==> src/hdl/a2r_bus_pkg.sv <==
// a2r register bus types
// bus widths, vector types and the request and response records
`default_nettype none

package a2r_bus_pkg;

   localparam int a2r_data_width  = 32;                 // one bus word
   localparam int a2r_addr_width  = 5;                  // slave select plus local index
   localparam int a2r_local_width = 3;                  // up to 8 registers per slave

   typedef logic [a2r_data_width-1:0]  a2r_data_t;      // register contents
   typedef logic [a2r_addr_width-1:0]  a2r_addr_t;      // host address
   typedef logic [a2r_local_width-1:0] a2r_local_t;     // index within one slave

   // registered host command
   typedef struct packed {
      logic       read;                                 // one cycle read strobe
      logic       write;                                // one cycle write strobe
      a2r_addr_t  address;
      a2r_data_t  write_data;
   } a2r_request_t;

   typedef struct packed {
      a2r_data_t  read_data;                            // combinational read mux
      logic       ready;                                // high while strobed
      logic       error;                                // bad local index
   } a2r_slave_resp_t;

   typedef struct packed {
      a2r_data_t  read_data;
      logic       ready;                                // one pulse per command
      logic       error;                                // unmapped or unused register
   } a2r_response_t;

endpackage

`default_nettype wire

==> src/hdl/a2r_map_pkg.sv <==
// a2r address map
// slave select field and timer register layout
`default_nettype none

package a2r_map_pkg;

   localparam int a2r_sel_width = 2;                    // upper address bits

   // slave select, taken straight from the address
   typedef enum logic [a2r_sel_width-1:0] {
      slave_registers = 2'd0,                           // general register bank
      slave_timer     = 2'd1,                           // counter / compare block
      slave_none_2    = 2'd2,                           // nothing mapped here
      slave_none_3    = 2'd3
   } a2r_slave_sel_e;

   ////////////////////////////////
   // timer local indices
   ////////////////////////////////
   localparam a2r_bus_pkg::a2r_local_t timer_reg_count   = 3'd0;  // loadable counter
   localparam a2r_bus_pkg::a2r_local_t timer_reg_control = 3'd1;  // bit 0 enables counting
   localparam a2r_bus_pkg::a2r_local_t timer_reg_compare = 3'd2;  // match value
   localparam a2r_bus_pkg::a2r_local_t timer_reg_status  = 3'd3;  // bit 0 sticky match, w1c

endpackage

`default_nettype wire

==> src/hdl/a2r_request_stage.sv <==
// a2r request stage
// registers the host strobes, address and data into one request
`timescale 1ns/1ns
`default_nettype none

module a2r_request_stage (
   input  logic                      clock,
   input  logic                      reset,
   input  logic                      read,
   input  logic                      write,
   input  a2r_bus_pkg::a2r_addr_t    address,
   input  a2r_bus_pkg::a2r_data_t    write_data,
   output a2r_bus_pkg::a2r_request_t request
);

   logic strobe;                                        // any access this cycle

   assign strobe = read | write;

   always_ff @(posedge clock) begin
      if (reset) begin
         request.read  <= 1'b0;                         // no command in flight
         request.write <= 1'b0;
      end else begin
         request.read  <= read;
         request.write <= write;
      end
      // bus keeps its last value between accesses
      if (strobe) begin
         request.address    <= address;
         request.write_data <= write_data;
      end
   end

endmodule

`default_nettype wire

==> src/hdl/a2r_address_decode.sv <==
// a2r address decode
// splits the request address into slave select and local index
// and steers the strobes to the selected slave only
`timescale 1ns/1ns
`default_nettype none

module a2r_address_decode (
   input  a2r_bus_pkg::a2r_request_t   request,
   output a2r_map_pkg::a2r_slave_sel_e sel,
   output a2r_bus_pkg::a2r_local_t     local_index,
   output logic                        reg_read,
   output logic                        reg_write,
   output logic                        timer_read,
   output logic                        timer_write,
   output a2r_bus_pkg::a2r_data_t      write_data
);

   import a2r_bus_pkg::*;
   import a2r_map_pkg::*;

   logic reg_hit;                                       // register bank selected
   logic timer_hit;                                     // timer selected

   ////////////////////////////////
   // address split
   ////////////////////////////////
   assign sel         = a2r_slave_sel_e'(request.address[a2r_addr_width-1 -: a2r_sel_width]);
   assign local_index = request.address[a2r_local_width-1:0];

   assign reg_hit   = (sel == slave_registers);
   assign timer_hit = (sel == slave_timer);

   // unmapped selects reach no slave
   assign reg_read    = request.read  & reg_hit;
   assign reg_write   = request.write & reg_hit;
   assign timer_read  = request.read  & timer_hit;
   assign timer_write = request.write & timer_hit;

   assign write_data = request.write_data;              // shared by both slaves

endmodule

`default_nettype wire

==> src/hdl/a2r_register_slave.sv <==
// a2r register slave
// general purpose register bank with a combinational read mux
`timescale 1ns/1ns
`default_nettype none

module a2r_register_slave #(
   parameter int register_count = 7                     // implemented registers, 1 to 8
) (
   input  logic                         clock,
   input  logic                         reset,
   input  logic                         read,
   input  logic                         write,
   input  a2r_bus_pkg::a2r_local_t      local_index,
   input  a2r_bus_pkg::a2r_data_t       write_data,
   output a2r_bus_pkg::a2r_slave_resp_t resp
);

   import a2r_bus_pkg::*;

   a2r_data_t registers [register_count];               // the bank itself
   logic      index_valid;                              // index maps to a register
   logic      strobe;

   assign index_valid = (int'(local_index) < register_count);
   assign strobe      = read | write;

   ////////////////////////////////
   // register bank
   ////////////////////////////////
   always_ff @(posedge clock) begin
      if (reset) begin
         for (int i = 0; i < register_count; i++) begin
            registers[i] <= '0;
         end
      end else if (write && index_valid) begin      // writes above the bank are dropped
         registers[local_index] <= write_data;
      end
   end

   // read mux, unused indices give zero
   assign resp.read_data = index_valid ? registers[local_index] : '0;
   assign resp.ready     = strobe;                      // single cycle slave
   assign resp.error     = strobe & ~index_valid;

endmodule

`default_nettype wire

==> src/hdl/a2r_timer_slave.sv <==
// a2r timer slave
// loadable counter with enable, compare value and sticky match flag
`timescale 1ns/1ns
`default_nettype none

module a2r_timer_slave (
   input  logic                         clock,
   input  logic                         reset,
   input  logic                         read,
   input  logic                         write,
   input  a2r_bus_pkg::a2r_local_t      local_index,
   input  a2r_bus_pkg::a2r_data_t       write_data,
   output a2r_bus_pkg::a2r_slave_resp_t resp
);

   import a2r_bus_pkg::*;
   import a2r_map_pkg::*;

   a2r_data_t count;                                    // running counter
   a2r_data_t control;                                  // bit 0 = enable
   a2r_data_t compare;
   logic      match;                                    // status bit 0
   logic      enable;

   assign enable = control[0];

   ////////////////////////////////
   // counter and registers
   ////////////////////////////////
   always_ff @(posedge clock) begin
      if (reset) begin
         count   <= '0;
         control <= '0;
         compare <= '0;
         match   <= 1'b0;
      end else begin
         if (write && local_index == timer_reg_count)
            count <= write_data;                        // load beats increment
         else if (enable)
            count <= count + 1'b1;
         if (write && local_index == timer_reg_control)
            control <= write_data;
         if (write && local_index == timer_reg_compare)
            compare <= write_data;
         if (enable && count == compare)
            match <= 1'b1;                              // set wins over clear
         else if (write && local_index == timer_reg_status && write_data[0])
            match <= 1'b0;                              // write 1 to clear
      end
   end

   // read mux
   always_comb begin
      resp.ready = read | write;
      resp.error = 1'b0;
      case (local_index)
         timer_reg_count:   resp.read_data = count;
         timer_reg_control: resp.read_data = control;
         timer_reg_compare: resp.read_data = compare;
         timer_reg_status:  resp.read_data = a2r_data_t'(match);
         default: begin                                 // indices 4 to 7 unused
            resp.read_data = '0;
            resp.error     = read | write;
         end
      endcase
   end

endmodule

`default_nettype wire

==> src/hdl/a2r_response_stage.sv <==
// a2r response stage
// picks the selected slave response and registers it for the host
`timescale 1ns/1ns
`default_nettype none

module a2r_response_stage (
   input  logic                         clock,
   input  logic                         reset,
   input  a2r_map_pkg::a2r_slave_sel_e  sel,
   input  a2r_bus_pkg::a2r_request_t    request,
   input  a2r_bus_pkg::a2r_slave_resp_t reg_resp,
   input  a2r_bus_pkg::a2r_slave_resp_t timer_resp,
   output a2r_bus_pkg::a2r_response_t   response
);

   import a2r_bus_pkg::*;
   import a2r_map_pkg::*;

   a2r_response_t selected;                             // response before the register
   logic          strobe;

   assign strobe = request.read | request.write;

   ////////////////////////////////
   // slave mux
   ////////////////////////////////
   always_comb begin
      case (sel)
         slave_registers: begin
            selected.read_data = reg_resp.read_data;
            selected.ready     = reg_resp.ready;
            selected.error     = reg_resp.error;
         end
         slave_timer: begin
            selected.read_data = timer_resp.read_data;
            selected.ready     = timer_resp.ready;
            selected.error     = timer_resp.error;
         end
         default: begin                                 // nothing mapped, answer here
            selected.read_data = '0;
            selected.ready     = strobe;
            selected.error     = strobe;
         end
      endcase
   end

   always_ff @(posedge clock) begin
      if (reset)
         response.ready <= 1'b0;
      else
         response.ready <= selected.ready;              // one pulse per command
      response.read_data <= selected.read_data;         // pre-write register contents
      response.error     <= selected.error;
   end

endmodule

`default_nettype wire

==> src/hdl/a2r_register_bus.sv <==
// a2r register bus
// request, decode, two slaves and response in a two cycle pipeline
`timescale 1ns/1ns
`default_nettype none

module a2r_register_bus #(
   parameter int register_count = 7                     // size of the register bank
) (
   input  logic                       clock,
   input  logic                       reset,
   input  logic                       read,
   input  logic                       write,
   input  a2r_bus_pkg::a2r_addr_t     address,
   input  a2r_bus_pkg::a2r_data_t     write_data,
   output a2r_bus_pkg::a2r_response_t response
);

   import a2r_bus_pkg::*;
   import a2r_map_pkg::*;

   a2r_request_t    request;                            // registered command
   a2r_slave_sel_e  sel;
   a2r_local_t      local_index;
   logic            reg_read;
   logic            reg_write;
   logic            timer_read;
   logic            timer_write;
   a2r_data_t       slave_write_data;
   a2r_slave_resp_t reg_resp;
   a2r_slave_resp_t timer_resp;

   a2r_request_stage i_request_stage (
      .clock      (clock),
      .reset      (reset),
      .read       (read),
      .write      (write),
      .address    (address),
      .write_data (write_data),
      .request    (request)
   );

   a2r_address_decode i_address_decode (
      .request     (request),
      .sel         (sel),
      .local_index (local_index),
      .reg_read    (reg_read),
      .reg_write   (reg_write),
      .timer_read  (timer_read),
      .timer_write (timer_write),
      .write_data  (slave_write_data)
   );

   ////////////////////////////////
   // slaves
   ////////////////////////////////
   a2r_register_slave #(
      .register_count (register_count)
   ) i_register_slave (
      .clock       (clock),
      .reset       (reset),
      .read        (reg_read),
      .write       (reg_write),
      .local_index (local_index),
      .write_data  (slave_write_data),
      .resp        (reg_resp)
   );

   a2r_timer_slave i_timer_slave (
      .clock       (clock),
      .reset       (reset),
      .read        (timer_read),
      .write       (timer_write),
      .local_index (local_index),
      .write_data  (slave_write_data),
      .resp        (timer_resp)
   );

   a2r_response_stage i_response_stage (
      .clock      (clock),
      .reset      (reset),
      .sel        (sel),
      .request    (request),
      .reg_resp   (reg_resp),
      .timer_resp (timer_resp),
      .response   (response)
   );

endmodule

`default_nettype wire

==> config.mk <==
export PLATFORM = sky130hd
export DESIGN_NAME = a2r_register_bus
export DESIGN_NICKNAME = d
export VERILOG_FILES = /design/src/hdl/a2r_bus_pkg.sv /design/src/hdl/a2r_map_pkg.sv /design/src/hdl/a2r_request_stage.sv /design/src/hdl/a2r_address_decode.sv /design/src/hdl/a2r_register_slave.sv /design/src/hdl/a2r_timer_slave.sv /design/src/hdl/a2r_response_stage.sv /design/src/hdl/a2r_register_bus.sv
export SDC_FILE = /design/constraint.sdc
export NUM_CORES = 1
export LEC_CHECK = 0
export ABC_AREA = 1
export BUFFER_PORTS_ARGS = -buffer_cell sky130_fd_sc_hd__buf_2
export CELL_PAD_IN_SITES_DETAIL_PLACEMENT = 0
export CELL_PAD_IN_SITES_GLOBAL_PLACEMENT = 1
export CORE_UTILIZATION = 48
export DETAILED_ROUTE_END_ITERATION = 8
export PLACE_DENSITY = 0.91
export RECOVER_POWER = 50
export SYNTH_ARGS = -nofsm -noshare
export SYNTH_HDL_FRONTEND = slang
export SYNTH_SLANG_ARGS = --single-unit
==> constraint.sdc <==
create_clock -name clock -period 4.89 [get_ports clock]
set_input_delay 0.978 -clock clock [delete_from_list [all_inputs] [get_ports clock]]
set_output_delay 0.978 -clock clock [all_outputs]
set_load 0.005 [all_outputs]
==> flow_metrics.tcl <==
set metrics [dict create \
    drtAntennaViolNets 0 \
    synthDistinctLibCells 35 \
    netlist_top_cells_area "edfxtp_1 42%, dfxtp_1 18%, nor2_1 9.8%" \
    clkLatencyLatePin_ps 550 \
    die_w_microns 199 \
    swShare_pct 24.5 \
    grt_max_degree 99 \
    synth.yosys.seq_area_share_pct 60.2 \
    slew_headroom_pct -26.9 \
    htreeDepth 2 \
    path_cells "clkbuf_1 -> nor3_1 -> nand2_1 -> clkbuf_1 -> nand2_1 -> buf_4" \
    fin_util_pct 54.8 \
    drive_gt1_share_pct 7.18 \
    p_sw_uw 1960 \
    grt_pass1_wl_microns 82900 \
    placed_cells 2563 \
    post_drt_wl_per_cell_microns 20.7 \
    clockBufferDepth 3 \
    clock_sinks 429 \
    tns_ps 0 \
    layout_commonest_cell "nor2_1" \
    dieArea_sq_um 39600 \
    cts_resized 0 \
    power_frac_clock_pct 41.6 \
    worstPathArrival_ps 4020 \
    gp_congestion 0.908 \
    worstSetupPathType "input pin to flop" \
    ys_ff_latch 429 \
    netlist.area_leader.share_pct 42.1 \
    placementRows 71 \
    cts-root-buf "clkbuf_16" \
    worstSetupEndpoint "i_register_slave.registers[1][30]" \
    fin_cells 2643 \
    max_stage_delay_ps 1360 \
    dieHeight_microns 199 \
    max_clock_freq_mhz 265 \
    reg2regPathDepth 9 \
    r2r-start "i_request_stage.request[35]" \
    worst_hold_path_type "flop to flop" \
    finClkSkew_ps 14.5 \
    grt-ovfl-total 0 \
    fin_nets 2140 \
    design.core.area_sq_um 37900 \
    path_clk_slew_ps 60 \
    drc_errors 0 \
    grt_antenna_before_repair 1 \
    totalPowerFinal_uw 7980 \
    start_util_pct 49.1 \
    rr_endpoint "i_timer_slave.count[20]" \
    powerDensity_nw_per_um2 384 \
    grt_use_total_pct 28.1 \
    cp.required_ps 5130 \
    tightest_slew_ps 1900 \
    synth-edff-count 261 \
    dpl.hpwl_microns 35700 \
    yosys_warnings 0 \
    syn-mean-instance-area_sq_um 9.12 \
    io_pins 75 \
    dr.pass1.iters 6 \
    rsz0062_at_grt "false" \
    setup_violations 0 \
    stdcell_area_sq_um 20800 \
    grt_pass1_vias 14200 \
    syn_inst 2041 \
    violations "max-capacitance violations, max-slew violations" \
    cp_max_fo 32 \
    power.leakage_uw 0.00785 \
    fin_crit_sh_pct 77.3 \
    wl_microns 54800 \
    peakVddDrop_mv 0.242 \
    synth_area_sq_um 18600 \
    hold_violations 0 \
    synth-async-reset-ratio_pct 0 \
    post_dp_cell_area_sq_um 19400 \
    layout_common_cells "490 x nor2_1, 261 x edfxtp_1, 244 x o21ai_0, 228 x nand2_1, 165 x dfxtp_1" \
    pwr-share-comb_pct 7.6 \
    slew_viol_final 110 \
    cts_setup_buffers 0 \
    start_kind "input pin" \
    synth_flop_cell "edfxtp_1" \
    cts_tree "yes" \
    cts_buffers 44 \
    viasPerCell 5.66 \
    pwr-share-seq_pct 50.9 \
    area_delta_synth_final_pct 11.7 \
    drt_iter0_drc 1681 \
    vias 15000 \
    maxCapViolations 3 \
    diodes 0 \
    yosysTopAreaCell "edfxtp_1" \
    end_kind "flop" \
    ctsHoldBuffers 0 \
    slowest_stage "clkbuf_1" \
    fin_crit_ps 3780 \
    port_buffers 74 \
    status "complete, but fails checks" \
    crit_start "reset" \
    p_int_uw 6020 \
    r2r_slack_ps 1230 \
]
==> sequential cells by signal, indices dropped and copies added, names as in the netlist, named ones only <==
| signal | cells |
|---|---|
| i_register_slave.registers | 256 |
| i_request_stage.request | 39 |
| i_response_stage.response | 34 |
| i_timer_slave.compare | 32 |
| i_timer_slave.control | 32 |
| i_timer_slave.count | 32 |
| i_timer_slave.match | 1 |
==> through the flow <==
step                setup WS (ps)  hold WS [ps]
finish                       1110           480
global route                  902           494
CTS                          1970           481
detailed placement           1830           467
global placement             1890           461
floorplan                     822           422
==> cell families after synthesis <==
logic type | synth area share [%]
other | 0.0202
and+or+nand+nor | 17.1
DFF | 60.2
xor gates and xnor gates | 1.22
adders and majority gates | 0.0672
buffers and inverters | 6.19
AOI/OAI and AO/OA | 14.4
muxes | 0.861
==> power by group through the flow <==
stage / logic (uW) / registers [uW] / clock network, uW
2_1_floorplan: 390 / 4080 / 0
3_3_place_gp: 590 / 4130 / 0
3_5_place_dp: 599 / 4140 / 0
4_1_cts: 601 / 4060 / 3340
5_1_grt: 656 / 4070 / 3480
6_report: 605 / 4060 / 3320
==> cell type report <==
cell class	count	area (sq um)
well taps	511	639
inverters	170	639
flip-flops and latches	429	11200
repair buffers	100	513
fillers	3463	17200
multi-input cells	1353	6360
clock inverters	23	200
clock buffers	57	1210
==> metal layers <==
layer | track usage, % | part of all wire, %
met4 | 8.83 | 2.6
met1 | 40.0 | 43
met3 | 5.12 | 9.2
met2 | 43.5 | 45
met5 | 0 | 0.018
==> worst min-delay path by stage <==
stage	start	to	slack (ps)	cells after the start
after floorplan	i_request_stage.request[38]	i_response_stage.response[1]	420	2
after global placement	i_register_slave.registers[6][7]	i_register_slave.registers[6][7]	460	2
after detailed placement	i_register_slave.registers[6][7]	i_register_slave.registers[6][7]	470	2
after CTS	i_register_slave.registers[6][7]	i_register_slave.registers[6][7]	480	2
after global routing	i_register_slave.registers[6][7]	i_register_slave.registers[6][7]	490	2
final	i_register_slave.registers[6][7]	i_register_slave.registers[6][7]	480	2
==> critical path, delay by kind of cell <==
family        cells  cell delay, ps
simple gates      3             510
buf+inv           3            2490
==> cells in the mapped netlist (7+ instances only) <==
master    instances
nor2_1          488
edfxtp_1        261
o21ai_0         245
nand2_1         229
dfxtp_1         168
inv_1           163
a21oi_1         105
clkbuf_1         72
nand3_1          53
o211ai_1         52
o22ai_1          42
buf_2            33
o221ai_1         19
mux2i_1          16
xor2_1           16
nor3_1           11
xnor2_1          10
buf_1             9
a221oi_1          7
nor2_2            7
No activity file was read; power rests on OpenSTA's default activity.
